### config.mk
export PLATFORM = sky130hd
export DESIGN_NAME = fifo_1r1w_pseudo_large
export DESIGN_NICKNAME = d
export VERILOG_FILES = /design/src/stream_pkg.sv /design/src/ram_pkg.sv /design/src/sram_1rw.sv /design/src/fifo_1rw_big.sv /design/src/fifo_two_elem.sv /design/src/fifo_1r1w_pseudo_large.sv
export VERILOG_INCLUDE_DIRS = /design/src
export SDC_FILE = /design/constraint.sdc
export NUM_CORES = 1
export LEC_CHECK = 0
export ABC_AREA = 0
export BUFFER_PORTS_ARGS = -buffer_cell sky130_fd_sc_hd__buf_2
export CAP_MARGIN = 10
export CORE_MARGIN = 2
export CORE_UTILIZATION = 45
export DETAILED_ROUTE_END_ITERATION = 12
export SLEW_MARGIN = 20
export SYNTH_ARGS = -nofsm -noshare
export SYNTH_HDL_FRONTEND = slang
export SYNTH_SLANG_ARGS = --single-unit
### constraint.sdc
create_clock -name clk_i -period 5.93 [get_ports clk_i]
set_input_delay 1.4825 -clock clk_i [delete_from_list [all_inputs] [get_ports clk_i]]
set_output_delay 1.4825 -clock clk_i [all_outputs]
set_load 0.02 [all_outputs]
### src/fifo_params.svh
/*
 * stream buffer sizing
 * word width, depth of the RAM-backed FIFO and the RAM address width,
 * shared by the packages and the RAM side of the design
 */
`ifndef FIFO_PARAMS_SVH
`define FIFO_PARAMS_SVH

// bits in one buffered word, tag included
`define FIFO_WIDTH 32

// width of the sequence tag at the top of each word
`define FIFO_SEQ_W 4

// entries held by the big FIFO, and the address bits needed to reach them
`define FIFO_ELS 16
`define FIFO_ADDR_W 4

`endif

### src/stream_pkg.sv
/*
 * stream word types
 * the word carried from input to output through every stage of the buffer,
 * with a small sequence tag ahead of the payload
 */
`include "fifo_params.svh"

package stream_pkg;

   // the tag is only there to make mismatches easy to read in simulation
   // and the datapath never looks inside the word
   typedef struct packed
   {
      logic [`FIFO_SEQ_W-1:0]             seq;
      logic [`FIFO_WIDTH-`FIFO_SEQ_W-1:0] payload;
   } stream_word_t;

   // all-zero word, handy for idle buses
   localparam stream_word_t stream_word_zero = '0;

endpackage

### src/ram_pkg.sv
/*
 * single-port RAM access types
 * one request per cycle, either a write of a stream word or a read
 * whose data comes back on the following cycle
 */
`include "fifo_params.svh"

package ram_pkg;

   import stream_pkg::*;

   // we selects write when high and read when low, and data is ignored on reads
   typedef struct packed
   {
      logic                    v;
      logic                    we;
      logic [`FIFO_ADDR_W-1:0] addr;
      stream_word_t            data;
   } ram_req_t;

endpackage

### src/sram_1rw.sv
/*
 * single-port synchronous RAM
 * one access per cycle, a write or a read; read data is registered
 * and appears exactly one cycle after the read request
 */
`timescale 1ns/10ps
`include "fifo_params.svh"

module sram_1rw
   import stream_pkg::*;
   import ram_pkg::*;
(
   input  logic         clk_i,
   input  ram_req_t     req_i,
   output stream_word_t rdata_o
);

   // storage array, its contents are only read after being written
   stream_word_t mem [`FIFO_ELS];

   stream_word_t rdata_r;

   // a single port means a write and a read never share a cycle
   always_ff @(posedge clk_i)
   begin
      if (req_i.v)
      begin
         if (req_i.we)
         begin
            mem[req_i.addr] <= req_i.data;
         end
         else
         begin
            // read data holds until the next read, writes leave it alone
            rdata_r <= mem[req_i.addr];
         end
      end
   end

   assign rdata_o = rdata_r;

endmodule

### src/fifo_1rw_big.sv
/*
 * RAM-backed FIFO on a single-port memory
 * each cycle it either enqueues or dequeues, never both; read and write
 * pointers with a wrap bit track full and empty, and the dequeued word
 * shows on data_o one cycle after the dequeue
 */
`timescale 1ns/10ps
`include "fifo_params.svh"

module fifo_1rw_big
   import stream_pkg::*;
   import ram_pkg::*;
(
   input  logic         clk_i,
   input  logic         reset_i,
   input  logic         v_i,
   input  logic         enq_not_deq_i,
   input  stream_word_t data_i,
   output logic         full_o,
   output logic         empty_o,
   output stream_word_t data_o
);

   // address of the last RAM entry, where pointers wrap back to zero
   localparam logic [`FIFO_ADDR_W-1:0] last_addr = `FIFO_ADDR_W'(`FIFO_ELS - 1);

   // pointers carry the wrap bit in the top position
   logic [`FIFO_ADDR_W:0] rd_ptr_r;
   logic [`FIFO_ADDR_W:0] wr_ptr_r;
   logic [`FIFO_ADDR_W:0] rd_ptr_n;
   logic [`FIFO_ADDR_W:0] wr_ptr_n;

   logic full_r;
   logic empty_r;
   logic enq;
   logic deq;

   ram_req_t ram_req;

   // step a pointer by one entry, flipping the wrap bit past the last entry
   function automatic logic [`FIFO_ADDR_W:0] ptr_advance(input logic [`FIFO_ADDR_W:0] ptr);
      logic [`FIFO_ADDR_W:0] nxt;
      if (ptr[`FIFO_ADDR_W-1:0] == last_addr)
      begin
         nxt = {~ptr[`FIFO_ADDR_W], {`FIFO_ADDR_W{1'b0}}};
      end
      else
      begin
         nxt = {ptr[`FIFO_ADDR_W], ptr[`FIFO_ADDR_W-1:0] + 1'b1};
      end
      return nxt;
   endfunction

   // the steering logic should never push when full or pop when empty,
   // but the flags guard the pointers all the same
   assign enq = v_i & enq_not_deq_i & ~full_r;
   assign deq = v_i & ~enq_not_deq_i & ~empty_r;

   always_comb
   begin
      wr_ptr_n = enq ? ptr_advance(wr_ptr_r) : wr_ptr_r;
      rd_ptr_n = deq ? ptr_advance(rd_ptr_r) : rd_ptr_r;
   end

   // flags come from the next pointers so they are valid the cycle after an access
   always_ff @(posedge clk_i)
   begin
      if (reset_i)
      begin
         rd_ptr_r <= '0;
         wr_ptr_r <= '0;
         full_r   <= 1'b0;
         empty_r  <= 1'b1;
      end
      else
      begin
         rd_ptr_r <= rd_ptr_n;
         wr_ptr_r <= wr_ptr_n;
         // same entry on different laps means every slot is occupied
         full_r   <= (rd_ptr_n[`FIFO_ADDR_W-1:0] == wr_ptr_n[`FIFO_ADDR_W-1:0])
                   & (rd_ptr_n[`FIFO_ADDR_W] != wr_ptr_n[`FIFO_ADDR_W]);
         empty_r  <= (rd_ptr_n == wr_ptr_n);
      end
   end

   // one request per cycle, the write pointer addresses enqueues and the
   // read pointer addresses dequeues
   always_comb
   begin
      ram_req.v    = enq | deq;
      ram_req.we   = enq;
      ram_req.addr = enq ? wr_ptr_r[`FIFO_ADDR_W-1:0] : rd_ptr_r[`FIFO_ADDR_W-1:0];
      ram_req.data = data_i;
   end

   sram_1rw ram
   (
      .clk_i   (clk_i),
      .req_i   (ram_req),
      .rdata_o (data_o)
   );

   assign full_o  = full_r;
   assign empty_o = empty_r;

endmodule

### src/fifo_two_elem.sv
/*
 * two-entry register FIFO
 * small circular buffer with valid/yumi on the output side; while full it
 * takes a new word in the same cycle the consumer takes the oldest one
 */
`timescale 1ns/10ps

module fifo_two_elem
   import stream_pkg::*;
(
   input  logic         clk_i,
   input  logic         reset_i,
   input  logic         v_i,
   input  stream_word_t data_i,
   output logic         ready_o,
   output logic         v_o,
   output stream_word_t data_o,
   input  logic         yumi_i
);

   stream_word_t slots [2];

   logic head_r;
   logic tail_r;
   logic full_r;
   logic empty;
   logic enq;
   logic deq;

   // head and tail on the same slot is either empty or full, the flag decides
   assign empty = (head_r == tail_r) & ~full_r;

   // a yumi frees the head slot in time for a word arriving while full
   assign deq = yumi_i & ~empty;
   assign enq = v_i & (~full_r | deq);

   always_ff @(posedge clk_i)
   begin
      if (reset_i)
      begin
         head_r <= 1'b0;
         tail_r <= 1'b0;
         full_r <= 1'b0;
      end
      else
      begin
         if (enq)
         begin
            tail_r <= ~tail_r;
         end
         if (deq)
         begin
            head_r <= ~head_r;
         end
         // occupancy only changes when exactly one side moves
         if (enq & ~deq)
         begin
            full_r <= (~tail_r == head_r);
         end
         else if (deq & ~enq)
         begin
            full_r <= 1'b0;
         end
      end
   end

   always_ff @(posedge clk_i)
   begin
      if (enq)
      begin
         slots[tail_r] <= data_i;
      end
   end

   assign ready_o = ~full_r;
   assign v_o     = ~empty;
   assign data_o  = slots[head_r];

endmodule

### src/fifo_1r1w_pseudo_large.sv
/*
 * pseudo dual-port stream FIFO
 * looks like a one-read one-write FIFO but keeps most words in a RAM-backed
 * FIFO on a single-port memory; a two-entry register FIFO in front of the
 * output absorbs the cycles where the RAM is busy taking writes
 * words bypass the RAM while the small FIFO has room and are fetched back
 * from it in cycles without an incoming word
 */
`timescale 1ns/10ps

module fifo_1r1w_pseudo_large
   import stream_pkg::*;
(
   input  logic         clk_i,
   input  logic         reset_i,
   input  logic         v_i,
   input  stream_word_t data_i,
   output logic         ready_and_o,
   output logic         v_o,
   output stream_word_t data_o,
   input  logic         yumi_i
);

   logic         big_full;
   logic         big_empty;
   stream_word_t big_data;
   logic         big_enq;
   logic         big_deq;
   logic         big_deq_r;
   logic         big_v;

   logic         little_ready;
   logic         little_has_space;
   logic         little_v;
   stream_word_t little_data;

   // the consumer's yumi frees a slot in time for a word entering this cycle
   assign little_has_space = little_ready | yumi_i;

   // producer back-pressure only depends on the RAM side
   assign ready_and_o = ~big_full;

   // remembers that the RAM read data must be caught by the small FIFO now
   always_ff @(posedge clk_i)
   begin
      if (reset_i)
      begin
         big_deq_r <= 1'b0;
      end
      else
      begin
         big_deq_r <= big_deq;
      end
   end

   always_comb
   begin
      if (big_deq_r)
      begin
         // the fetched word arrives now and was reserved a slot when it was fetched
         little_v = 1'b1;
         // the fetch freed an entry, so the RAM can take the incoming word
         big_enq  = v_i;
         // chain another fetch only when the small FIFO is empty, which is
         // what keeps a second in-flight word from overrunning it
         big_deq  = ~big_empty & ~big_enq & ~v_o;
      end
      else if (big_empty)
      begin
         // nothing queued in the RAM, so order allows the bypass path
         little_v = v_i & little_has_space;
         big_enq  = v_i & ~little_has_space;
         big_deq  = 1'b0;
      end
      else
      begin
         // older words sit in the RAM, so new ones must queue behind them
         little_v = 1'b0;
         big_enq  = v_i & ~big_full;
         // the RAM port is free only when no word is arriving
         big_deq  = ~big_enq & little_has_space;
      end

      big_v = big_enq | big_deq;
   end

   // a word fetched last cycle takes priority over the bypass word
   assign little_data = big_deq_r ? big_data : data_i;

   fifo_1rw_big big
   (
      .clk_i         (clk_i),
      .reset_i       (reset_i),
      .v_i           (big_v),
      .enq_not_deq_i (big_enq),
      .data_i        (data_i),
      .full_o        (big_full),
      .empty_o       (big_empty),
      .data_o        (big_data)
   );

   fifo_two_elem little
   (
      .clk_i   (clk_i),
      .reset_i (reset_i),
      .v_i     (little_v),
      .data_i  (little_data),
      .ready_o (little_ready),
      .v_o     (v_o),
      .data_o  (data_o),
      .yumi_i  (yumi_i)
   );

endmodule

==> flow_summary.ini <==
[yosys]
synth-simple-area-share_pct = 4.209
yosys-top-cells-area = edfxtp_1, a211oi_1, a21oi_1
synth_edf_count = 608
synth_top_family_by_area = compound AO/OA/AOI/OAI gates
synthFlopType = edfxtp_1
synth_top_cell_area_share_pct = 73.47
synth.largest_area_cell = edfxtp_1
yosysWarnings = 0
ys_async_sr_fraction_pct = 0
netlist_area_um2 = 24850
synth_fp_nets = 1673
synth_compound_area_share_pct = 13.86
synth-xor-area-share_pct = 0.4129
muxShareOfSynthArea_pct = 3.061
synth_adder_area_share_pct = 0.1510
ys_ff_latch = 625
synth_cell_types = 50
syn_inst = 1634
synth_area_per_cell_um2 = 15.21
ys_seq_area_share_pct = 74.84

[layout]
nNetsFinal = 1760
layout-area-overhead-vs-synth_pct = 15.20
layout_common_cells = edfxtp_1, a21oi_1, nand2_1
design_area_um2 = 28630
final_common_cell = edfxtp_1
n_fill_cell = 4468
n_antenna_cell = 0
drive_gt1_share_pct = 19.04
utilization_pct = 52.17

[clock_tree]
clockBufferDepth = 3
cts_hold_buf = 0
post_cts_buffers = 0
cts_resized = 0
clock_sinks = 625
cts_buffers = 67
clkTransAtPathRegs_ns = 0.06
insertion_delay_ns = 0.60
cts_tree = built
clock-root-buffer = clkbuf_16
htreeDepth = 3

[global_route]
grt_start_max_net_pins = 65
overflow = 0
first_global_vias = 15420
grt_pass1_wl_mm = 99.77
antenna_found_initial = 0
grt_util_all_layers_pct = 23.76

[pwr]
p_comb_share_pct = 15.8
switching_share_pct = 26.78
power.density_nw_per_um2 = 389.8
p_sw_mw = 2.989
p_clk_share_pct = 38.0
ir_drop_uv = 279.9
p_int_mw = 8.171
p_leak_nw = 9.489
seq_power_share_pct = 46.2

[placement]
io_buffers = 69
dp_hpwl_mm = 36.92
globalplace.congestion = 0.7781
placed_cell_area_um2 = 26350
place_ws_ns = 0.9204

[setup_path]
end_kind = flop
start_kind = input port
critPathRequiredTime_ns = 6.26
crit_type = input port to flop
r2r-end = big.ram.rdata_o[25]
reg2regPathDepth = 8
r2r-start = little.full_r
arrival_ns = 4.79
crit_fanout = 61
reg2reg_slack_ns = 2.03

[hold_path]
worst_hold_startpoint = big.rd_ptr_r[4]
whs_path_depth = 2
hold_path_end = big.rd_ptr_r[4]
hold_path_class = flop to flop

[floorplan]
die_area_um2 = 57120
core_region_area_um2 = 54880
start_util_pct = 45.28
io_pins = 70
die_x_um = 239.0
rows = 86
die_h_um = 239.0

[sta]
fin_crit_ns = 4.465
setup_ws_ns = 1.465
rsz0062_at_grt = no
max_freq_mhz = 224.0
fin_crit_sh_pct = 75.30
finalHoldViolations = 0
relSlewSlack_pct = 33.63
setup_violations = 0
skew_ns = 0.02210
slew_violations = 0
tightest_slew_ns = 0.9955
fin_tns_setup_ns = 0

[routing]
drt_pass1_iterations = 6
drt_iter0_drc = 1976
route.vias.total = 15570
drc = 0
viasPerCell = 6.291
drtAntennaViolNets = 0
wire_per_inst_um = 27.24
totalWireLength_mm = 67.40

[outcome]
status = completed

[run]
drv_cap = 0
## state kept, by name (all words and copies together), names as in the netlist, named ones only
name,cells
little.full_r,1
big.full_o,1
big.ram.mem,512
little.slots,64
big.wr_ptr_r,5
big.empty_o,1
little.tail_r,1
little.head_r,1
big.rd_ptr_r,5
big.ram.rdata_o,32
big_deq_r,1
## critical path: stages
cell and delay, ns:
buf_2 0.12, nor2b_1 0.73, o21ai_4 0.24, buf_4 0.27
a21o_4 0.47, buf_4 0.36, a211oi_1 0.43, a211oi_1 0.10
or4_1 0.52
## cell type report
cell class	instances	area, um^2	share of cell area (%)
inverters	103	386.6	1.351
well taps	704	880.8	3.077
clock inverters	35	401.6	1.403
flip-flops and latches	625	18600	64.98
repair buffers	134	898.4	3.138
multi-input cells	790	5635	19.69
clock buffers	83	1822	6.364
## routing by layer
| layer | share of wire [%] | global-route usage (%) | routed length (um) |
|---|---|---|---|
| met1 | 42 | 33.51 | 28100 |
| met2 | 47 | 37.68 | 31850 |
| met3 | 8.5 | 3.695 | 5708 |
| met4 | 2.6 | 8.352 | 1737 |
| met5 | 0 | 0 | 0 |
## cells in the mapped netlist (all sizes together), types with 3 or more instances
library cell,number
nand2,134
a31oi,3
o211ai,66
nor3,11
nor2,25
o221ai,32
dfxtp,17
a21oi,169
a222oi,64
mux2,64
and3,3
a21o,3
edfxtp,608
xor2,6
nor4,4
xnor2,3
ha,3
o21ai,4
o2111ai,4
mux2i,4
buf,32
nand2b,5
inv,103
or4,33
a211oi,128
clkbuf,84
## worst max-delay path by stage
stage | from | to | slack (ns)
floorplan | yumi_i | big.ram.mem[6][0] | 0.20
global placement | yumi_i | big.ram.rdata_o[14] | 0.93
detailed placement | yumi_i | big.ram.rdata_o[3] | 0.92
CTS | yumi_i | big.ram.rdata_o[3] | 1.54
global route | yumi_i | big.ram.rdata_o[25] | 1.37
finish | yumi_i | big.ram.rdata_o[25] | 1.47
## cells by family (layout without fill, tap and decap cells)
group | Yosys count | in the layout
buffers and inverters | 219 | 355
flip-flops | 625 | 625
adder cells (fa/ha/maj) | 3 | 3
XOR/XNOR | 10 | 10
AO/OA/AOI/OAI | 484 | 484
multiplexers | 68 | 68
AND/OR/NAND/NOR | 225 | 225
## power by group through the flow
stage               clock [mW]  sequential, mW  combinational, mW
floorplan                    0            5.21               1.10
global placement             0            5.27               1.68
detailed placement           0            5.28               1.71
CTS                       4.30            5.19               1.72
global route              4.45            5.17               1.89
finish                    4.24            5.15               1.77
## metrics by stage
stage          hold WS [ns]  std cells  total power [mW]
6_report             0.5299       2474             11.16
3_3_place_gp         0.4997       2353             6.954
3_5_place_dp         0.5177       2353             6.994
5_1_grt              0.5439       2474             11.51
2_1_floorplan        0.4861       1634             6.308
4_1_cts              0.5325       2471             11.21
(Power assumes the default switching activity.)
